**config.mk**
```make
export PLATFORM = sky130hd
export DESIGN_NAME = rp_top
export DESIGN_NICKNAME = d
export VERILOG_FILES = /design/src/common/rp_dsp_pkg.sv /design/src/common/rp_bus_pkg.sv /design/src/verilog/rp_top.sv /design/src/verilog/sys_regs.sv /design/src/verilog/dac_mixer.sv /design/src/pid/pid_prop.sv /design/src/verilog/adc_frontend.sv
export VERILOG_INCLUDE_DIRS = /design/src /design/src/common
export SDC_FILE = /design/constraint.sdc
export NUM_CORES = 1
export LEC_CHECK = 0
export BUFFER_PORTS_ARGS = -buffer_cell sky130_fd_sc_hd__buf_2
export CAP_MARGIN = 20
export CORE_ASPECT_RATIO = 1.25
export CORE_MARGIN = 5
export CORE_UTILIZATION = 30
export CTS_CLUSTER_DIAMETER = 100
export DETAILED_ROUTE_END_ITERATION = 8
export GPL_ROUTABILITY_DRIVEN = 0
export PLACE_DENSITY = 0.43
export RECOVER_POWER = 100
export SLEW_MARGIN = 20
export SYNTH_ARGS = -nofsm -noshare
export SYNTH_HDL_FRONTEND = slang
export SYNTH_SLANG_ARGS = --single-unit
```
**constraint.sdc**
```tcl
create_clock -name adc_clk -period 8.4 [get_ports adc_clk]
set_input_delay 0 -clock adc_clk [delete_from_list [all_inputs] [get_ports adc_clk]]
set_output_delay 0 -clock adc_clk [all_outputs]
set_load 0.01 [all_outputs]
```
**src/common/rp_macros.svh**
```systemverilog
`ifndef RP_MACROS_SVH
`define RP_MACROS_SVH

// sample path widths
`define RP_ADC_W         14            // adc and dac code width
`define RP_SUM_W         15            // one guard bit for sums and errors
`define RP_KP_W          14            // signed proportional gain
`define RP_PSR           12            // gain product shift, kp of 4096 is unity

// system bus address map
`define RP_REG_LSB       20            // region field low bit
`define RP_REG_MSB       22            // region field high bit
`define RP_ID_VALUE      32'h5250_0001 // housekeeping id word

// register offsets inside a region
`define RP_OFS_LED       20'h00004     // housekeeping
`define RP_OFS_OFFSET_A  20'h00000     // offset region
`define RP_OFS_OFFSET_B  20'h00004
`define RP_OFS_CTRL      20'h00000     // controller region, bit0 en a, bit1 en b
`define RP_OFS_SP_A      20'h00010
`define RP_OFS_KP_A      20'h00014
`define RP_OFS_SP_B      20'h00020
`define RP_OFS_KP_B      20'h00024

`endif
```
**src/common/rp_dsp_pkg.sv**
```systemverilog
`include "rp_macros.svh"

package rp_dsp_pkg;

  typedef logic signed [`RP_ADC_W-1:0] sample_t;   // two's complement sample
  typedef logic        [`RP_ADC_W-1:0] adc_raw_t;  // unsigned, negative slope
  typedef logic signed [`RP_KP_W-1:0]  gain_t;     // proportional gain

  typedef struct packed {
    sample_t a;
    sample_t b;
  } ch_pair_t;

  typedef struct packed {
    sample_t sp_a;  // setpoints and gains per channel
    gain_t   kp_a;
    sample_t sp_b;
    gain_t   kp_b;
    logic    en_a;
    logic    en_b;
  } pid_cfg_t;

  typedef struct packed {
    sample_t off_a;
    sample_t off_b;
  } mix_cfg_t;

  localparam sample_t SMP_MAX = {1'b0, {(`RP_ADC_W-1){1'b1}}};  // 8191
  localparam sample_t SMP_MIN = {1'b1, {(`RP_ADC_W-1){1'b0}}};  // -8192

  // converter slope is inverted, so all bits but the msb flip
  function automatic sample_t raw2smp(input adc_raw_t r);
    return {r[`RP_ADC_W-1], ~r[`RP_ADC_W-2:0]};
  endfunction

  function automatic adc_raw_t smp2raw(input sample_t s);
    return {s[`RP_ADC_W-1], ~s[`RP_ADC_W-2:0]};  // same rule in reverse
  endfunction

endpackage

```
**src/common/rp_bus_pkg.sv**
```systemverilog
`include "rp_macros.svh"

package rp_bus_pkg;

  // one request per cycle at most, full word writes only
  typedef struct packed {
    logic [31:0] addr;   // byte address
    logic [31:0] wdata;  // write data
    logic        wen;    // write strobe
    logic        ren;    // read strobe
  } sys_req_t;

  typedef struct packed {
    logic [31:0] rdata;  // valid with ack
    logic        ack;    // one cycle after the strobe
    logic        err;    // region not implemented
  } sys_rsp_t;

  // address bits 22..20
  typedef enum logic [`RP_REG_MSB-`RP_REG_LSB:0] {
    REG_HK     = 3'd0,  // id and leds
    REG_SCOPE  = 3'd1,
    REG_OFFSET = 3'd2,  // dc offsets
    REG_PID    = 3'd3,  // controller
    REG_AMS    = 3'd4,
    REG_DAISY  = 3'd5,
    REG_DIGDAR = 3'd6,
    REG_TEST   = 3'd7
  } region_e;

endpackage

```
**src/verilog/rp_top.sv**
```systemverilog
`timescale 1ns/1ns

module rp_top (
  input  logic                 adc_clk,
  input  logic                 arst_n_i,
  input  rp_dsp_pkg::adc_raw_t adc_raw_a_i,  // adc ch a
  input  rp_dsp_pkg::adc_raw_t adc_raw_b_i,  // adc ch b
  input  rp_bus_pkg::sys_req_t sys_req_i,    // system bus
  output rp_bus_pkg::sys_rsp_t sys_rsp_o,
  output rp_dsp_pkg::adc_raw_t dac_a_o,      // dac ch a, 4 cycles after adc
  output rp_dsp_pkg::adc_raw_t dac_b_o,
  output logic [7:0]           led_o
);

  import rp_dsp_pkg::*;

  ch_pair_t smp;      // stage 1 out
  ch_pair_t ctl;      // stage 2 out
  pid_cfg_t pid_cfg;
  mix_cfg_t mix_cfg;

  // ------------------------------
  // sample path
  adc_frontend i_adc (
    .adc_clk  (adc_clk),
    .arst_n_i (arst_n_i),
    .adc_a_i  (adc_raw_a_i),
    .adc_b_i  (adc_raw_b_i),
    .smp_o    (smp)
  );

  pid_prop i_pid (
    .adc_clk  (adc_clk),
    .arst_n_i (arst_n_i),
    .smp_i    (smp),
    .cfg_i    (pid_cfg),
    .ctl_o    (ctl)
  );

  dac_mixer i_mix (
    .adc_clk  (adc_clk),
    .arst_n_i (arst_n_i),
    .ctl_i    (ctl),
    .cfg_i    (mix_cfg),
    .dac_a_o  (dac_a_o),
    .dac_b_o  (dac_b_o)
  );

  // ------------------------------
  // register block
  sys_regs i_regs (
    .adc_clk   (adc_clk),
    .arst_n_i  (arst_n_i),
    .req_i     (sys_req_i),
    .rsp_o     (sys_rsp_o),
    .pid_cfg_o (pid_cfg),
    .mix_cfg_o (mix_cfg),
    .led_o     (led_o)
  );

endmodule

```
**src/verilog/sys_regs.sv**
```systemverilog
`timescale 1ns/1ns
`include "rp_macros.svh"

module sys_regs (
  input  logic                 adc_clk,
  input  logic                 arst_n_i,
  input  rp_bus_pkg::sys_req_t req_i,      // plain strobes
  output rp_bus_pkg::sys_rsp_t rsp_o,      // ack one cycle later
  output rp_dsp_pkg::pid_cfg_t pid_cfg_o,  // controller settings
  output rp_dsp_pkg::mix_cfg_t mix_cfg_o,  // dc offsets
  output logic [7:0]           led_o
);

  import rp_bus_pkg::*;
  import rp_dsp_pkg::*;

  // registers read back as unsigned 14 bit fields
  function automatic logic [31:0] zext(input logic [`RP_ADC_W-1:0] v);
    return 32'(v);
  endfunction

  region_e                region;
  logic [`RP_REG_LSB-1:0] ofs;       // offset inside the region
  logic                   strobe;
  logic                   impl;      // hk, offset or pid
  logic [31:0]            rd_data;
  logic [31:0]            rdata_q;
  logic                   ack_q, err_q;
  logic [7:0]             led_q;
  pid_cfg_t               pid_q;
  mix_cfg_t               mix_q;

  assign region = region_e'(req_i.addr[`RP_REG_MSB:`RP_REG_LSB]);
  assign ofs    = req_i.addr[`RP_REG_LSB-1:0];
  assign strobe = req_i.wen | req_i.ren;
  assign impl   = region inside {REG_HK, REG_OFFSET, REG_PID};

  // ------------------------------
  // read mux, unknown offsets give 0
  always_comb begin
    rd_data = '0;
    case (region)
      REG_HK: begin
        if (ofs == '0)                rd_data = `RP_ID_VALUE;
        else if (ofs == `RP_OFS_LED)  rd_data = {24'h0, led_q};
      end
      REG_OFFSET: begin
        if (ofs == `RP_OFS_OFFSET_A)      rd_data = zext(mix_q.off_a);
        else if (ofs == `RP_OFS_OFFSET_B) rd_data = zext(mix_q.off_b);
      end
      REG_PID: begin
        case (ofs)
          `RP_OFS_CTRL: rd_data = {30'h0, pid_q.en_b, pid_q.en_a};
          `RP_OFS_SP_A: rd_data = zext(pid_q.sp_a);
          `RP_OFS_KP_A: rd_data = zext(pid_q.kp_a);
          `RP_OFS_SP_B: rd_data = zext(pid_q.sp_b);
          `RP_OFS_KP_B: rd_data = zext(pid_q.kp_b);
          default: ;
        endcase
      end
      default: ;  // other regions only answer with err
    endcase
  end

  // ------------------------------
  // handshake and config writes
  always_ff @(posedge adc_clk or negedge arst_n_i) begin
    if (!arst_n_i) begin
      ack_q <= 1'b0;
      err_q <= 1'b0;
      led_q <= '0;
      pid_q <= '0;
      mix_q <= '0;
    end else begin
      ack_q <= strobe;           // one ack per strobe
      err_q <= strobe & ~impl;
      if (req_i.wen) begin
        case (region)
          REG_HK: if (ofs == `RP_OFS_LED) led_q <= req_i.wdata[7:0];
          REG_OFFSET: begin
            if (ofs == `RP_OFS_OFFSET_A) mix_q.off_a <= sample_t'(req_i.wdata[`RP_ADC_W-1:0]);
            if (ofs == `RP_OFS_OFFSET_B) mix_q.off_b <= sample_t'(req_i.wdata[`RP_ADC_W-1:0]);
          end
          REG_PID: begin
            case (ofs)
              `RP_OFS_CTRL: {pid_q.en_b, pid_q.en_a} <= req_i.wdata[1:0];
              `RP_OFS_SP_A: pid_q.sp_a <= sample_t'(req_i.wdata[`RP_ADC_W-1:0]);
              `RP_OFS_KP_A: pid_q.kp_a <= gain_t'(req_i.wdata[`RP_KP_W-1:0]);
              `RP_OFS_SP_B: pid_q.sp_b <= sample_t'(req_i.wdata[`RP_ADC_W-1:0]);
              `RP_OFS_KP_B: pid_q.kp_b <= gain_t'(req_i.wdata[`RP_KP_W-1:0]);
              default: ;  // unknown offset, write dropped
            endcase
          end
          default: ;
        endcase
      end
    end
  end

  always_ff @(posedge adc_clk) begin
    if (req_i.ren) rdata_q <= rd_data;  // held until the next read
  end

  assign rsp_o     = '{rdata: rdata_q, ack: ack_q, err: err_q};
  assign pid_cfg_o = pid_q;
  assign mix_cfg_o = mix_q;
  assign led_o     = led_q;

  a_one_strobe: assert property (@(posedge adc_clk) disable iff (!arst_n_i)
    !(req_i.wen && req_i.ren));
  // ack is a one cycle pulse
  a_ack_single: assert property (@(posedge adc_clk) disable iff (!arst_n_i)
    rsp_o.ack |=> !rsp_o.ack);

endmodule

```
**src/verilog/dac_mixer.sv**
```systemverilog
`timescale 1ns/1ns
`include "rp_macros.svh"

module dac_mixer (
  input  logic                 adc_clk,
  input  logic                 arst_n_i,
  input  rp_dsp_pkg::ch_pair_t ctl_i,     // controller output
  input  rp_dsp_pkg::mix_cfg_t cfg_i,     // dc offsets
  output rp_dsp_pkg::adc_raw_t dac_a_o,   // dac code ch a
  output rp_dsp_pkg::adc_raw_t dac_b_o    // dac code ch b
);

  import rp_dsp_pkg::*;

  localparam int SUM_W = `RP_SUM_W;

  typedef logic signed [SUM_W-1:0] sum_t;

  // top two bits differ on overflow
  function automatic sample_t clamp(input sum_t s);
    case (s[SUM_W-1 -: 2])
      2'b01:   return SMP_MAX;  // pos overflow, 0x1fff
      2'b10:   return SMP_MIN;  // neg overflow, 0x2000
      default: return s[`RP_ADC_W-1:0];
    endcase
  endfunction

  sum_t sum_a, sum_b;

  assign sum_a = sum_t'(ctl_i.a) + sum_t'(cfg_i.off_a);  // offset replaces signal gen
  assign sum_b = sum_t'(ctl_i.b) + sum_t'(cfg_i.off_b);

  // ------------------------------
  // output register in dac code
  always_ff @(posedge adc_clk or negedge arst_n_i) begin
    if (!arst_n_i) begin
      dac_a_o <= smp2raw('0);  // code of sample 0
      dac_b_o <= smp2raw('0);
    end else begin
      dac_a_o <= smp2raw(clamp(sum_a));
      dac_b_o <= smp2raw(clamp(sum_b));
    end
  end

  // overflowed sums show up clamped at the pins
  a_clamp_a: assert property (@(posedge adc_clk) disable iff (!arst_n_i)
    (sum_a[SUM_W-1] != sum_a[SUM_W-2]) |=>
      (dac_a_o == smp2raw($past(sum_a[SUM_W-1]) ? SMP_MIN : SMP_MAX)));
  a_clamp_b: assert property (@(posedge adc_clk) disable iff (!arst_n_i)
    (sum_b[SUM_W-1] != sum_b[SUM_W-2]) |=>
      (dac_b_o == smp2raw($past(sum_b[SUM_W-1]) ? SMP_MIN : SMP_MAX)));

endmodule

```
**src/pid/pid_prop.sv**
```systemverilog
`timescale 1ns/1ns
`include "rp_macros.svh"

module pid_prop (
  input  logic                 adc_clk,
  input  logic                 arst_n_i,
  input  rp_dsp_pkg::ch_pair_t smp_i,   // from adc frontend
  input  rp_dsp_pkg::pid_cfg_t cfg_i,   // setpoints, gains, enables
  output rp_dsp_pkg::ch_pair_t ctl_o    // controller output, 2 cycles
);

  import rp_dsp_pkg::*;

  localparam int SUM_W  = `RP_SUM_W;
  localparam int PROD_W = `RP_SUM_W + `RP_KP_W;  // full error x gain width

  typedef logic signed [SUM_W-1:0]  err_t;
  typedef logic signed [PROD_W-1:0] prod_t;

  // {pos, neg}; bits above the sample msb must all equal the sign
  function automatic logic [1:0] ovf(input prod_t v);
    logic [PROD_W-`RP_ADC_W:0] top;
    top = v[PROD_W-1:`RP_ADC_W-1];
    return {~top[PROD_W-`RP_ADC_W] & |top, top[PROD_W-`RP_ADC_W] & ~&top};
  endfunction

  function automatic sample_t clamp(input prod_t v, input logic [1:0] f);
    if (f[1]) return SMP_MAX;   // pos overflow
    if (f[0]) return SMP_MIN;   // neg overflow
    return v[`RP_ADC_W-1:0];
  endfunction

  err_t       err_a, err_b;     // stage 2a
  prod_t      shr_a, shr_b;     // scaled product, before saturation
  logic [1:0] ovf_a, ovf_b;
  ch_pair_t   ctl_q;            // stage 2b

  // ------------------------------
  // error register
  always_ff @(posedge adc_clk or negedge arst_n_i) begin
    if (!arst_n_i) begin
      err_a <= '0;
      err_b <= '0;
    end else begin
      err_a <= err_t'(cfg_i.sp_a) - err_t'(smp_i.a);  // 15 bit, cannot wrap
      err_b <= err_t'(cfg_i.sp_b) - err_t'(smp_i.b);
    end
  end

  // ------------------------------
  // gain, shift and saturate
  assign shr_a = (prod_t'(err_a) * prod_t'(cfg_i.kp_a)) >>> `RP_PSR;
  assign shr_b = (prod_t'(err_b) * prod_t'(cfg_i.kp_b)) >>> `RP_PSR;
  assign ovf_a = ovf(shr_a);
  assign ovf_b = ovf(shr_b);

  always_ff @(posedge adc_clk or negedge arst_n_i) begin
    if (!arst_n_i) begin
      ctl_q <= '0;
    end else begin
      ctl_q.a <= cfg_i.en_a ? clamp(shr_a, ovf_a) : '0;  // disabled ch gives 0
      ctl_q.b <= cfg_i.en_b ? clamp(shr_b, ovf_b) : '0;
    end
  end

  assign ctl_o = ctl_q;

  // flag logic and numeric range must agree
  a_sat_range: assert property (@(posedge adc_clk) disable iff (!arst_n_i)
    ((ovf_a == 2'b00) |-> (shr_a <= prod_t'(SMP_MAX) && shr_a >= prod_t'(SMP_MIN))) and
    ((ovf_b == 2'b00) |-> (shr_b <= prod_t'(SMP_MAX) && shr_b >= prod_t'(SMP_MIN))));

endmodule

```
**src/verilog/adc_frontend.sv**
```systemverilog
`timescale 1ns/1ns

module adc_frontend (
  input  logic                 adc_clk,
  input  logic                 arst_n_i,
  input  rp_dsp_pkg::adc_raw_t adc_a_i,   // raw code ch a
  input  rp_dsp_pkg::adc_raw_t adc_b_i,   // raw code ch b
  output rp_dsp_pkg::ch_pair_t smp_o      // signed samples, 1 cycle later
);

  import rp_dsp_pkg::*;

  ch_pair_t smp_q;  // stage 1 register

  // ------------------------------
  // capture and convert
  always_ff @(posedge adc_clk or negedge arst_n_i) begin
    if (!arst_n_i) begin
      smp_q <= '0;                   // sample 0 after reset
    end else begin
      smp_q.a <= raw2smp(adc_a_i);   // neg slope to two's complement
      smp_q.b <= raw2smp(adc_b_i);
    end
  end

  assign smp_o = smp_q;

endmodule

```
After elaboration in Yosys (flattened, before gate mapping):

Index checks and enable logic that the tools add are counted.

* add/subtract/negate cells: 4
* $mul: 2
* equal/unequal tests: 11
* mux-type cells: 24
* bitwise gates (word level): 13
* reduce and logical (&&, ||, !) cells: 17

Operators by type and width (number)
* $mux W14: 12
* $pmux W32 S3: 1
* $pmux W14 S5: 1
* $mul A15 B14 Y29: 2
* $pmux W14 S2: 2
* $not A13 Y13: 4
* $eq A20 B5 Y1 const B: 2
* $eq A20 B6 Y1 const B: 2
* $mux W32: 1
* $add A14 B14 Y15: 2
* $sub A14 B14 Y15: 2
* $reduce_and A3 Y1: 8
* $eq A20 B3 Y1 const B: 1
* $logic_not A20 Y1: 1
* $mux W8: 1
* $reduce_and A4 Y1: 2
* $reduce_or A4 Y1: 2
* $eq A3 B2 Y1 const B: 2
* $mux W1: 6
* $and A1 B1 Y1: 5
* $eq A2 B1 Y1 const B: 2
* $eq A2 B2 Y1 const B: 2
* $logic_not A3 Y1: 1
* $not A1 Y1: 3
* other kinds (3): 4

* flip-flop bits (word level): 242
* input port bits: 96
* output and inout bits: 70
* word-level logic and storage cells: 91

Logic depth before layout (Yosys ltp):

Gate-level depths: netlist of run 1.

* word-level depth: 9
* depth in mapped cells: 26
* gate-level depth less buffers: 24

Modules after synthesis:

A second synthesis of run 1 with hierarchy kept.

* cells, all modules: 2680
* area, all modules: 26835.7 um^2

Modules (own cells, without submodules)
* pid_prop: instances 1, cells an instance 1995, area an instance 18423.9 um^2, seq. area each 1451.4 um^2
* sys_regs: instances 1, cells an instance 377, area an instance 5221.3 um^2, seq. area each 2852.7 um^2
* dac_mixer: instances 1, cells an instance 254, area an instance 2392.3 um^2, seq. area each 733.2 um^2
* adc_frontend: instances 1, cells an instance 54, area an instance 798.3 um^2, seq. area each 700.7 um^2

Least setup slack after synthesis of run 1:

Ideal clock, no wire load.

* path kind: reg-to-reg
* start point: register i_pid.err_a[14]
* end point: register i_pid.ctl_q, in the netlist i_pid.ctl_o[18]
* setup time: 0.138 ns
* data arrival time: 6.274 ns
* data required time: 8.262 ns
* slack: 1.987 ns
* cell stages (with the launch flop): 23
* path buffers: 2
* clock period less this slack: 6.413 ns
* path through: dfrtp_1 clkbuf_1 nand2_1 fa_1 fa_1 inv_1 fa_1 fa_1 fa_1 inv_1 fa_1 inv_1 ha_1 nor2b_1 o21ai_0 o2111ai_1 a311oi_1 nand2_1 o21ai_0 a21oi_1 o2111ai_1 clkbuf_1 o21ai_0

* cells in the longest elaborated chain, start to end: 9
* elaborated cells between the ends (all ways): 14
* classes of those cells: 1 x mul; 7 x mux; 3 x bitwise; 3 x reduce/logical

Ends and longest elaborated chain
* start, declared: line pid_prop.sv:33 `err_t err_a, err_b;`
* start signal, assigned: line pid_prop.sv:45 `err_a <= err_t'(cfg_i.sp_a) - err_t'(smp_i.a);`
* $mul A15 B14 Y29 *: line pid_prop.sv:52 `` assign shr_a = (prod_t'(err_a) * prod_t'(cfg_i.kp_a)) >>> `RP_PSR; ``
* $reduce_and A4 Y1: line pid_prop.sv:24 `` return {~top[PROD_W-`RP_ADC_W] & |top, top[PROD_W-`RP_ADC_W] & ~&top}; ``
* $logic_not A1 Y1: line pid_prop.sv:24
* $and A1 B1 Y1: line pid_prop.sv:24
* $mux W1 (2 in a row): line pid_prop.sv:29 `if (f[0]) return SMP_MIN;`
* $mux W14: line pid_prop.sv:30 `` return v[`RP_ADC_W-1:0]; ``
* $mux W14 *: line pid_prop.sv:29
* $mux W14 *: line pid_prop.sv:61 `ctl_q.a <= cfg_i.en_a ? clamp(shr_a, ovf_a) : '0;`
* end, declared: line pid_prop.sv:36 `ch_pair_t ctl_q;`

Every way passes the cells marked *; elsewhere a longest branch is shown, timed or not. The select of a mux whose other input is x is not followed.
A chain may end at the register's enable or synchronous reset.

Final worst setup path of run 1:

* start point: register i_regs.pid_q, in the netlist i_regs.pid_cfg_o[7]
* end point: register i_pid.ctl_q, in the netlist i_pid.ctl_o[0]

* cells in the longest elaborated chain, start to end: 9
* elaborated cells between the ends (all ways): 14
* classes of those cells: 1 x mul; 7 x mux; 3 x bitwise; 3 x reduce/logical

Ends and longest elaborated chain
* start, declared: line sys_regs.sv:30 `pid_cfg_t pid_q;`
* $mul A15 B14 Y29 *: line pid_prop.sv:53 `` assign shr_b = (prod_t'(err_b) * prod_t'(cfg_i.kp_b)) >>> `RP_PSR; ``
* $reduce_and A4 Y1: line pid_prop.sv:24
* $logic_not A1 Y1: line pid_prop.sv:24
* $and A1 B1 Y1: line pid_prop.sv:24
* $mux W1 (2 in a row): line pid_prop.sv:29
* $mux W14: line pid_prop.sv:30
* $mux W14 *: line pid_prop.sv:29
* $mux W14 *: line pid_prop.sv:62 `ctl_q.b <= cfg_i.en_b ? clamp(shr_b, ovf_b) : '0;`

Marks and branches as above.

==> results by group, run 1 <==
Finish
  – Area Overhead vs Synth: 12.1%
  – Fin nets: between 3000 and 4000
  – Final instance area: about 0.029 sq mm
  – Layout Cells excl Fill: slightly below 4000
  – Fraction of layout cells with a size suffix above 1: 0.0885
  – # fillers: ~9000

Synth
  – Syn_area_per_cell: 10.0 sq um
  – Seq cells post-synth: 225
  – Post-synth top area share: 0.321
  – Largest cells by area after synthesis: fa_1 (32%), dfrtp_1 (18%), ha_1 (9.3%)
  – Synth warn: 0
  – Syn Inst Count: between 2000 and 3000
  – Post-synth EDFFs: 15
  – Area leader, netlist: fa_1
  – Cell variety after synth: 70
  – FFs w/ async S/R, synth: 0.933
  – Post-synthesis cell area: approximately 0.026 sq mm
  – Primary FF master, synth: dfrtp_1
  – Seq/Total Area, Yosys: 0.221

Power and ir drop
  – Sequential share of power: 0.458
  – Net Sw Frac: 0.246
  – Leak: 14.9 nW
  – Net Sw Power: between 0.6 and 0.7 mW
  – Clock Power Share: 0.494
  – Internal power: about 1.9 mW
  – Combinational share of power: 0.048
  – Total power: 2.56 mW
  – Pwr Density: 88.1 mW/mm^2
  – Peak VDD IR: roughly 0.00015 V

GRT
  – Busiest grt layer: met2
  – GRT met1 Usage: 0.191
  – Met3 Use GR: 0.0121
  – M2 GR Usage: 0.315
  – Total congestion overflow: 0
  – Vias in the first global route: between 20000 and 25000
  – First-pass GRT wire length: 118 mm
  – Largest net degree at the start of global routing: between 70 and 80
  – Initial antenna violation count: 1
  – GRT Overall Usage: 0.162

Routing
  – Post-DR vias/cell: ~4.6
  – Via Count: ~18000
  – DRT iter0 DRCs: between 700 and 800
  – Drt total wl: ~74 mm
  – Post-DRT Antenna Nets: 0
  – WL/cell: between 15 and 20 microns
  – # DRC: 0
  – DRT Pass-1 Iters: 5

Floorplanning
  – Core area: about 0.086 sq mm
  – Die area: approximately 0.09 sq mm
  – Die Width: 273 microns
  – Initial core utilization: 0.303
  – I/O pins: 166
  – Die H: approximately 340 microns
  – Site Rows: 120

Timing
  – Fin crit share: 0.906
  – Final setup vio count: 0
  – RSZ-0062 raised after global routing: false
  – Max-slew violation count: approximately 230
  – Tightest Pin Transition: 3.49 ns
  – Setup Skew: roughly 0.021 ns
  – Fmax achieved: about 130 MHz
  – Post-layout min period: approximately 7.6 ns
  – Hold Fails Final Rpt: 0
  – Max-slew headroom: -1.33
  – PnR worst setup slack: 0.786 ns
  – Setup_tns: 0 ns

Clock network
  – CTS max path bufs: 3
  – Clock sinks: roughly 230
  – Root Buffer Master: clkbuf_16
  – Hold buffer count at CTS: 51
  – H-Tree Depth: 1
  – CTS tree: done
  – Clock Latency Late Sink: about 0.57 ns
  – Post-CTS resize count: 0
  – Cts bufs inserted: 28
  – Setup bufs post-CTS: 0
  – Clk slew on worst S/H paths: roughly 0.06 ns

Place
  – DP Area: between 0.02 and 0.03 sq mm
  – Dpl ws: ~1.1 ns
  – Placed instance count: between 3000 and 4000
  – Post-DP HPWL: slightly below 60 mm
  – Port Buffer Count: 125

Setup path
  – Buf/Inv on CP: 3
  – Critical path arrival: around 8.1 ns
  – CP max FO: 17
  – FF-to-FF setup slack: ~0.79 ns
  – Critical Path End Type: register
  – Crit path kind: register to register
  – Worst setup SP type: register
  – Most used cell, CP: fa_1
  – FF-to-FF Start: i_regs.pid_cfg_o[7]$_DFFE_PN0P_
  – Crit-path cells: nand2_1 -> fa_1 -> fa_1 -> fa_1 -> inv_1 -> fa_1 -> fa_1 -> inv_1 -> fa_1 -> inv_1 -> ha_1 -> a21boi_0 -> o221ai_1 -> a31oi_1 -> a31oi_4 -> o31ai_1 -> a221oi_2 -> xnor2_1 -> a22o_1 -> a21o_1
  – R2R cell count: 20
  – Worst r2r dst: i_pid.ctl_o[0]$_DFF_PN0_
  – Largest stage delay, worst path: 0.85 ns
  – Slowest-stage cell, CP: dfrtp_1
  – Crit-path leading delay family: adder cells
  – Critical path data required time: a little under 9 ns

Job
  – # Max-Cap Violations: 4

Min path
  – Worst Hold Class: primary input to register
  – Worst Hold Depth: 3
  – Hold wc startpoint: sys_req_i[54]
  – Hold Path End: i_regs.rdata_q[0]$_DFFE_PP_

Outcome
  – Violated checks: capacitance limit, slew limit
  – Outcome: finished, violations left
cells in the final DEF (no fill, tap or decap), drive strengths merged, types with 6 or more instances in the layout:
| cell | synthesis | layout |
|---|---|---|
| a211oi | 6 | 6 |
| a21boi | 9 | 9 |
| a21o | 28 | 28 |
| a21oi | 71 | 71 |
| a221oi | 14 | 14 |
| a22o | 14 | 14 |
| a22oi | 15 | 15 |
| a31oi | 11 | 11 |
| and2 | 223 | 223 |
| and3 | 12 | 12 |
| buf | 23 | 71 |
| clkbuf | 87 | 109 |
| conb | 1 | 13 |
| dfrtp | 184 | 184 |
| dfstp | 26 | 26 |
| dlygate4sd3 | 0 | 51 |
| edfxtp | 15 | 15 |
| fa | 416 | 416 |
| ha | 192 | 192 |
| inv | 564 | 566 |
| mux2 | 91 | 91 |
| nand2 | 213 | 213 |
| nand2b | 12 | 12 |
| nand3 | 16 | 16 |
| nand4 | 10 | 10 |
| nor2 | 73 | 73 |
| nor2b | 18 | 18 |
| nor3 | 24 | 24 |
| o211ai | 7 | 7 |
| o21a | 7 | 7 |
| o21ai | 51 | 51 |
| o21bai | 13 | 13 |
| o221ai | 7 | 7 |
| o22ai | 6 | 6 |
| xnor2 | 65 | 65 |
| xor2 | 21 | 21 |
power groups by stage:
stage / combinational (mW) / clock, mW / sequential [mW]
6_report: 0.124 / 1.27 / 1.17
3_3_place_gp: 0.109 / 0 / 1.19
5_1_grt: 0.137 / 1.35 / 1.18
4_1_cts: 0.129 / 1.30 / 1.17
3_5_place_dp: 0.110 / 0 / 1.19
2_1_floorplan: 0.0592 / 0 / 1.14
cells by family (layout without fill, tap and decap cells):
kind of cell	count (synthesis)	after routing	synth area share
adders and majority gates	608	608	0.413
buffers and inverters	674	807	0.101
and+or+nand+nor	620	620	0.121
AOI/OAI and AO/OA	286	286	0.0752
xor gates and xnor gates	86	86	0.0290
DFF	225	225	0.221
other	1	14	0.000144
muxes	91	91	0.0395
metal layers:
metal	routed length, microns	share of wire
met2	40800	0.55
met5	0	0
met1	29100	0.39
met3	2100	0.028
met4	2370	0.032
per-stage QoR:
stage | utilization | hold WS (ns)
after global routing | 0.339 | 0.0832
after global placement | 0.323 | -0.0154
final | 0.339 | 0.104
after detailed placement | 0.323 | -0.0152
after floorplan | - | -0.296
after CTS | 0.341 | 0.0104
final cells by class:
type / instances / area, sq um / share of cell area
multi-input cells: 1704 / 17600 / 0.606
flip-flops and latches: 225 / 5740 / 0.197
inverters: 564 / 2120 / 0.0728
well taps: 1159 / 1450 / 0.0499
repair buffers: 191 / 1160 / 0.0400
clock buffers: 42 / 825 / 0.0284
clock inverters: 10 / 150 / 0.00516
diodes: 1 / 2.50 / 0.0000860
worst register-to-register path, stage by stage (launching register included):
cell and delay (ns):
dfrtp_1 0.85, nand2_1 0.18, fa_1 0.62, fa_1 0.46
fa_1 0.57, inv_1 0.05, fa_1 0.48, fa_1 0.50
inv_1 0.05, fa_1 0.51, inv_1 0.05, ha_1 0.34
a21boi_0 0.25, o221ai_1 0.15, a31oi_1 0.58, a31oi_4 0.18
o31ai_1 0.56, a221oi_2 0.12, xnor2_1 0.27, a22o_1 0.57
a21o_1 0.22
cell usage after synthesis (all sizes together), types with 16 or more instances:
| cell type | number |
|---|---|
| a21o | 28 |
| a21oi | 71 |
| and2 | 223 |
| buf | 23 |
| clkbuf | 87 |
| dfrtp | 184 |
| dfstp | 26 |
| fa | 416 |
| ha | 192 |
| inv | 564 |
| mux2 | 91 |
| nand2 | 213 |
| nand3 | 16 |
| nor2 | 73 |
| nor2b | 18 |
| nor3 | 24 |
| o21ai | 51 |
| xnor2 | 65 |
| xor2 | 21 |
how the worst max path moves through the flow:
| stage | slack [ns] | cells after the start | endpoint | startpoint |
|---|---|---|---|---|
| 2_1_floorplan | 1.99 | 22 | i_pid.ctl_o[18]$_DFF_PN0_ | i_pid.err_a[14]$_DFF_PN0_ |
| 3_3_place_gp | 1.16 | 22 | i_pid.ctl_o[22]$_DFF_PN0_ | i_regs.pid_cfg_o[30]$_DFFE_PN0P_ |
| 3_5_place_dp | 1.07 | 22 | i_pid.ctl_o[22]$_DFF_PN0_ | i_regs.pid_cfg_o[30]$_DFFE_PN0P_ |
| 4_1_cts | 1.03 | 22 | i_pid.ctl_o[22]$_DFF_PN0_ | i_regs.pid_cfg_o[31]$_DFFE_PN0P_ |
| 5_1_grt | 0.40 | 22 | i_pid.ctl_o[17]$_DFF_PN0_ | i_regs.pid_cfg_o[31]$_DFFE_PN0P_ |
| 6_report | 0.79 | 20 | i_pid.ctl_o[0]$_DFF_PN0_ | i_regs.pid_cfg_o[7]$_DFFE_PN0P_ |
flip-flops by register name (all words and copies together), names as in the netlist:
signal	cells
i_regs.led_o	8
i_pid.ctl_o	28
i_regs.pid_cfg_o	58
i_pid.err_b	15
i_adc.smp_o	28
i_regs.rdata_q	15
i_mix.dac_a_o	14
i_regs.err_q	1
i_regs.ack_q	1
i_mix.dac_b_o	14
i_regs.mix_cfg_o	28
i_pid.err_a	15
No activity file was read; power rests on OpenSTA's default activity.
==> run 2, diff against run 1 <==
--- a/config.mk
+++ b/config.mk
@@ -14,9 +14,10 @@
 export CTS_CLUSTER_DIAMETER = 100
 export DETAILED_ROUTE_END_ITERATION = 8
 export GPL_ROUTABILITY_DRIVEN = 0
+export MAX_ROUTING_LAYER = met4
 export PLACE_DENSITY = 0.43
 export RECOVER_POWER = 100
-export SLEW_MARGIN = 20
+export SLEW_MARGIN = 10
 export SYNTH_ARGS = -nofsm -noshare
 export SYNTH_HDL_FRONTEND = slang
 export SYNTH_SLANG_ARGS = --single-unit
==> run 2 against run 1 <==
Compared with the run above: the flow still finishes with violations (capacitance limit, slew limit); sequential share of layout area hardly changed; count of clock-buffer cells in the layout is the same; first-iteration DRC count increased by 6.1%; core utilization hardly changed; power hardly changed; via count is 0.35% higher; die area stayed put; register-to-register slack about the same; setup slack better by 0.012 ns; critical path depth stayed put; non-clock buffer count is 2 higher; cell area hardly changed; critical endpoint unchanged.
==> results by group, run 2 (synthesis gave the netlist of run 1 again) <==
Setup path
  – CP max FO: 17 (unchanged)
  – R2R cell count: 20 (unchanged)
  – Worst r2r dst: i_pid.ctl_o[0]$_DFF_PN0_
  – FF-to-FF Start: i_regs.pid_cfg_o[8]$_DFFE_PN0P_
  – Critical path arrival: 8.09 ns (about the same)
  – Critical path data required time: 8.88 ns (about the same)
  – Critical Path End Type: register
  – FF-to-FF setup slack: 0.80 ns (about the same)
  – Crit path kind: register to register
  – Worst setup SP type: register

Timing
  – Setup_tns: 0 ns (unchanged)
  – Hold Fails Final Rpt: 0 (unchanged)
  – Fmax achieved: 132 MHz (+0.15%)
  – Fin crit share: 0.905 (-0.00140)
  – Setup Skew: 0.0227 ns (+0.00137 ns)
  – Max-slew violation count: 156 (-32%)
  – Final setup vio count: 0 (unchanged)
  – RSZ-0062 raised after global routing: false
  – Max-slew headroom: -1.34 (-0.00636)
  – Post-layout min period: 7.60 ns (-0.0117 ns)
  – Tightest Pin Transition: 3.50 ns (+0.00954 ns)
  – Hold slack: 0.100 ns (-0.00387 ns)

Floorplanning
  – I/O pins: 166 (unchanged)
  – Initial core utilization: 0.303 (unchanged)
  – Die Width: 273 microns (unchanged)
  – Core area: 0.0857 sq mm (unchanged)
  – Die area: 0.0925 sq mm (unchanged)
  – Die H: 339 microns (unchanged)
  – Site Rows: 120 (unchanged)

Power and ir drop
  – Pwr Density: 88.0 mW/mm^2 (-0.10%)
  – Total power: 2.56 mW (about the same)
  – Leak: 14.9 nW (about the same)
  – Peak VDD IR: 0.000155 V (about the same)

Finish
  – Multi-input logic area: 0.0176 sq mm (unchanged)
  – Fraction of layout cells with a size suffix above 1: 0.0888 (+0.000301)
  – # fillers: 8823 (unchanged)
  – Max FFs per register: 58 (unchanged)
  – Reg area: 0.00574 sq mm (unchanged)
  – Area Overhead vs Synth: 12.1% (about the same)
  – Most common cell after layout, fill and taps aside: inv_1
  – Most frequent cells in the layout: inv_1 (564), fa_1 (416), and2_1 (221)
  – Fin nets: 3420 (+0.059%)

Routing
  – WL/cell: 19.1 microns (about the same)
  – # DRC: 0 (unchanged)
  – Drt total wl: 74.4 mm (about the same)
  – Post-DR vias/cell: 4.63 (+0.30%)
  – DRT Pass-1 Iters: 5 (unchanged)
  – Post-DRT Antenna Nets: 0 (unchanged)
  – DRT iter0 DRCs: 830 (+6.1%)
  – Via Count: 18057 (+0.35%)

Clock network
  – Post-CTS resize count: 0 (unchanged)
  – CTS tree: done
  – Root Buffer Master: clkbuf_16
  – Clock Latency Late Sink: 0.57 ns (about the same)
  – Clk slew on worst S/H paths: 0.06 ns (about the same)
  – CTS max path bufs: 3 (unchanged)
  – Clock sinks: 225 (unchanged)
  – H-Tree Depth: 1 (unchanged)
  – Cts bufs inserted: 28 (unchanged)

Job
  – # Max-Cap Violations: 4 (unchanged)

GRT
  – GRT Overall Usage: 0.167 (+0.00466)
  – Total congestion overflow: 0 (unchanged)
  – Vias in the first global route: 20471 (-0.068%)
  – Largest net degree at the start of global routing: 78 (unchanged)
  – Initial antenna violation count: 1 (unchanged)
  – First-pass GRT wire length: 118 mm (about the same)

Outcome
  – Violated checks: capacitance limit, slew limit
  – Outcome: finished, violations left

Min path
  – Worst Hold Depth: 3 (unchanged)
  – Hold Path End: i_regs.rdata_q[0]$_DFFE_PP_
  – Hold wc startpoint: sys_req_i[54]
  – Worst Hold Class: primary input to register

Place
  – Port Buffer Count: 125 (unchanged)
  – Post-DP HPWL: 59.6 mm (unchanged)
[run 2: cell types whose count changed in the layout (fill, tap and decap cells not counted)]
cell | before | now
clkbuf_1 | 75 | 78
dlygate4sd2_1 | 2 | 0
buf_16 | 0 | 1
[run 2: routing by layer]
layer  share of wire  vias to the layer above  global-route usage
li1                -                     8245                   -
met1            0.39                     9381               0.190
met2            0.55                      307               0.316
met3           0.027                      124              0.0118
met4           0.032                        0              0.0435
met5               0                        -                   -
[run 2: report_power, final]
group          internal [mW]  leakage, nW  switching (mW)
Combinational         0.0469         11.6          0.0785
Clock                  0.773        0.473           0.490
Sequential              1.11         2.83          0.0599
Total                   1.93         14.9           0.629
[run 2: per-stage QoR]
step / cells / setup WS (ns) / area (sq um) / utilization
global route: 3897 / 0.296 / 29100 / 0.339
CTS: 3895 / 1.03 / 29200 / 0.341
floorplan: 2603 / 1.99 / 26000 / -
global placement: 3792 / 1.16 / 27700 / 0.323
detailed placement: 3792 / 1.07 / 27700 / 0.323
finish: 3898 / 0.798 / 29100 / 0.339
[run 2: area by class of cell]
class	count	area share
antenna	1	0.0000860
sequential	225	0.197
clock buffer	42	0.0283
multi-input combinational	1704	0.606
timing repair buffer	193	0.0407
tap	1159	0.0498
clock inverter	10	0.00516
inverter	564	0.0727
[run 2: how the worst max path moves through the flow]
stage	start	endpoint	slack, ns	cells after the start
after floorplan	i_pid.err_a[14]$_DFF_PN0_	i_pid.ctl_o[18]$_DFF_PN0_	1.99	22
after detailed placement	i_regs.pid_cfg_o[30]$_DFFE_PN0P_	i_pid.ctl_o[22]$_DFF_PN0_	1.07	22
after global placement	i_regs.pid_cfg_o[30]$_DFFE_PN0P_	i_pid.ctl_o[22]$_DFF_PN0_	1.16	22
after CTS	i_regs.pid_cfg_o[31]$_DFFE_PN0P_	i_pid.ctl_o[22]$_DFF_PN0_	1.03	22
after global routing	arst_n_i	i_pid.err_b[12]$_DFF_PN0_	0.30	5
final	i_regs.pid_cfg_o[8]$_DFFE_PN0P_	i_pid.ctl_o[0]$_DFF_PN0_	0.80	20
[run 2: repair_timing]
item | in CTS | in global routing
endpoints found under the hold margin | 197 | 0
buffers inserted | 0 | 0
hold buffers | 51 | 0
[run 2: worst max-delay path, cell delays in order (launching register included)]
cell and delay (ns):
dfrtp_1 0.86, nand2_1 0.16, fa_1 0.59, fa_1 0.45, fa_1 0.57, inv_1 0.05
fa_1 0.48, fa_1 0.50, inv_1 0.05, fa_1 0.50, inv_1 0.05, ha_1 0.34
a21boi_0 0.25, o221ai_1 0.15, a31oi_1 0.59, a31oi_4 0.17, o31ai_1 0.56, a221oi_2 0.12
xnor2_1 0.27, a22o_1 0.57, a21o_1 0.21
==> run 3, diff against run 2 <==
--- a/config.mk
+++ b/config.mk
@@ -10,12 +10,12 @@
 export CAP_MARGIN = 20
 export CORE_ASPECT_RATIO = 1.25
 export CORE_MARGIN = 5
-export CORE_UTILIZATION = 30
+export CORE_UTILIZATION = 64
 export CTS_CLUSTER_DIAMETER = 100
 export DETAILED_ROUTE_END_ITERATION = 8
 export GPL_ROUTABILITY_DRIVEN = 0
 export MAX_ROUTING_LAYER = met4
-export PLACE_DENSITY = 0.43
+export PLACE_DENSITY = 0.81
 export RECOVER_POWER = 100
 export SLEW_MARGIN = 10
 export SYNTH_ARGS = -nofsm -noshare
==> run 3 against run 2 <==
Compared with the run above: the flow still finishes with violations (capacitance limit, slew limit); die area down 52%; hold slack improved by 0.021 ns; sequential share of layout area up 0.76 points; cell area decreased by 3.7%; fmax decreased by 1.4%; highest routed layer unchanged.
==> results by group, run 3 (synthesis gave the netlist of run 1 again) <==
GRT
  – Largest net degree at the start of global routing: 151 (+94%)
  – GRT Overall Usage: 0.319 (+0.152)
  – First-pass GRT wire length: 110 mm (-6.4%)
  – Total congestion overflow: 0 (unchanged)
  – Vias in the first global route: 21740 (+6.2%)
  – Initial antenna violation count: 2 (+1)

Setup path
  – Critical path data required time: 8.77 ns (-0.11 ns)
  – Worst Setup SP: i_regs.pid_cfg_o[32]$_DFFE_PN0P_
  – FF-to-FF setup slack: 0.69 ns (-0.11 ns)
  – Slowest-stage cell, CP: dfrtp_1
  – Largest stage delay, worst path: 0.78 ns (-0.08 ns)
  – Worst r2r dst: i_pid.ctl_o[16]$_DFF_PN0_
  – Worst setup SP type: register
  – Crit-path cells: nand2_1 -> fa_1 -> fa_1 -> inv_1 -> fa_1 -> fa_1 -> fa_1 -> inv_1 -> fa_1 -> inv_1 -> ha_1 -> nor2b_1 -> o21ai_0 -> o2111ai_1 -> a311oi_1 -> nand2_1 -> o21ai_0 -> a21oi_1 -> o2111ai_1 -> o21ai_0
  – FF-to-FF Start: i_regs.pid_cfg_o[32]$_DFFE_PN0P_
  – Critical path arrival: 8.08 ns (about the same)
  – CP max FO: 17 (unchanged)
  – Most used cell, CP: fa_1
  – Critical Path End Type: register
  – Crit path kind: register to register
  – R2R cell count: 20 (unchanged)

Finish
  – Most common cell after layout, fill and taps aside: inv_1
  – Fin nets: 3404 (-0.47%)
  – Most frequent cells in the layout: inv_1 (564), fa_1 (416), and2_1 (222)
  – Layout Cells excl Fill: 3266 (-16%)
  – Area Overhead vs Synth: 7.96%
  – Fraction of layout cells with a size suffix above 1: 0.0858 (-0.00299)
  – Max FFs per register: 58 (unchanged)

Timing
  – Max-slew violation count: 151 (-3.2%)
  – Setup_tns: 0 ns (unchanged)
  – Setup Skew: 0.0141 ns (-0.00862 ns)
  – Fmax achieved: 130 MHz (-1.4%)
  – Fin crit share: 0.918 (+0.0128)
  – Tightest Pin Transition: 6.90 ns (+3.39 ns)
  – Hold Fails Final Rpt: 0 (unchanged)
  – Final setup vio count: 0 (unchanged)
  – Max-slew headroom: -3.60 (-2.26)
  – RSZ-0062 raised after global routing: false
  – Post-layout min period: 7.71 ns (+0.108 ns)

Place
  – Port Buffer Count: 125 (unchanged)
  – Placed instance count: 3170 (-16%)
  – Post-DP HPWL: 51.7 mm (-13%)

Power and ir drop
  – Pwr Density: 82.9 mW/mm^2 (-5.8%)
  – Peak VDD IR: 0.000132 V (-15%)
  – Leak: 14.7 nW (-0.99%)
  – Total power: 2.32 mW (-9.3%)

Clock network
  – H-Tree Depth: 1 (unchanged)
  – Clk slew on worst S/H paths: 0.06 ns (about the same)
  – Clock Latency Late Sink: 0.54 ns (-0.03 ns)
  – Clock sinks: 225 (unchanged)
  – Post-CTS resize count: 0 (unchanged)
  – Root Buffer Master: clkbuf_16
  – Setup bufs post-CTS: 0 (unchanged)
  – Cts bufs inserted: 23 (-18%)
  – CTS max path bufs: 3 (unchanged)
  – CTS tree: done

Min path
  – Hold wc startpoint: adc_raw_a_i[13]
  – Worst Hold Class: primary input to register
  – Worst Hold Depth: 2 (-1)
  – Hold Path End: i_adc.smp_o[27]$_DFF_PN0_

Floorplanning
  – Site Rows: 82 (-32%)
  – Die H: 235 microns (-31%)
  – Core area: 0.0401 sq mm (-53%)
  – I/O pins: 166 (unchanged)
  – Die Width: 190 microns (-30%)
  – Die area: 0.0447 sq mm (-52%)
  – Initial core utilization: 0.647 (+0.344)

Routing
  – Via Count: 19222 (+6.5%)
  – DRT iter0 DRCs: 1327 (+60%)
  – DRT Pass-1 Iters: 7 (+2)
  – Drt total wl: 67.2 mm (-9.7%)
  – # DRC: 0 (unchanged)
  – Post-DR vias/cell: 5.89 (+27%)
  – WL/cell: 20.6 microns (+7.7%)
  – Post-DRT Antenna Nets: 0 (unchanged)

Job
  – # Max-Cap Violations: 2 (-2)

Outcome
  – Outcome: finished, violations left
  – Violated checks: capacitance limit, slew limit
-- run 3: cell types whose count changed in the layout (fill, tap and decap cells not counted), moves of 4 or more --
| cell | delta |
|---|---|
| clkbuf_1 | -14 |
| clkinv_2 | +4 |
| buf_4 | -8 |
| clkbuf_16 | -6 |
| buf_2 | +4 |
-- run 3: area by class of cell --
cell class	count	area [sq um]
diodes	3	7.51
clock buffers	28	624
clock inverters	14	133
fillers	2960	12100
inverters	564	2120
multi-input cells	1704	17600
flip-flops and latches	225	5740
well taps	546	683
repair buffers	182	1100
-- run 3: metrics by stage --
stage          setup slack [ns]  hold slack (ns)  utilization  area, sq um
2_1_floorplan              1.99           -0.296            -        26000
3_3_place_gp               1.05            0.116        0.670        26900
3_5_place_dp              0.795            0.111        0.670        26900
4_1_cts                   0.752           0.0451        0.702        28100
5_1_grt                   0.103            0.130        0.698        28000
6_report                  0.690            0.121        0.699        28000
-- run 3: per-layer routing --
layer,vias up,GRT usage,share of wire
li1,8209,-,-
met1,9824,0.339,0.34
met2,840,0.566,0.53
met3,349,0.0383,0.055
met4,0,0.194,0.075
met5,-,-,0
-- run 3: worst max-delay path: cells and delay by family (launching register included) --
kind	cells	cell delay, ns
fa+ha+maj	7	3.67
compound gates	7	2.27
flops	1	0.78
simple gates	3	0.49
buf+inv	3	0.33
-- run 3: worst max path at each step --
stage | end | cells after the start
after detailed placement | i_pid.ctl_o[16]$_DFF_PN0_ | 20
after floorplan | i_pid.ctl_o[18]$_DFF_PN0_ | 22
after CTS | i_pid.ctl_o[16]$_DFF_PN0_ | 20
final | i_pid.ctl_o[16]$_DFF_PN0_ | 20
after global routing | i_pid.ctl_o[16]$_DFF_PN0_ | 20
after global placement | i_pid.ctl_o[26]$_DFF_PN0_ | 20
-- run 3: power breakdown --
group	internal [mW]	leakage, nW	switching [mW]
combinational	0.0448	11.5	0.0755
clock	0.572	0.374	0.465
sequential	1.11	2.83	0.0537
total	1.73	14.7	0.594
-- run 3: timing repair --
| item | in CTS | in global routing |
|---|---|---|
| endpoints found under the hold margin | 263 | 0 |
| hold buffers | 51 | 0 |
| endpoints found under the setup margin | 0 | 0 |
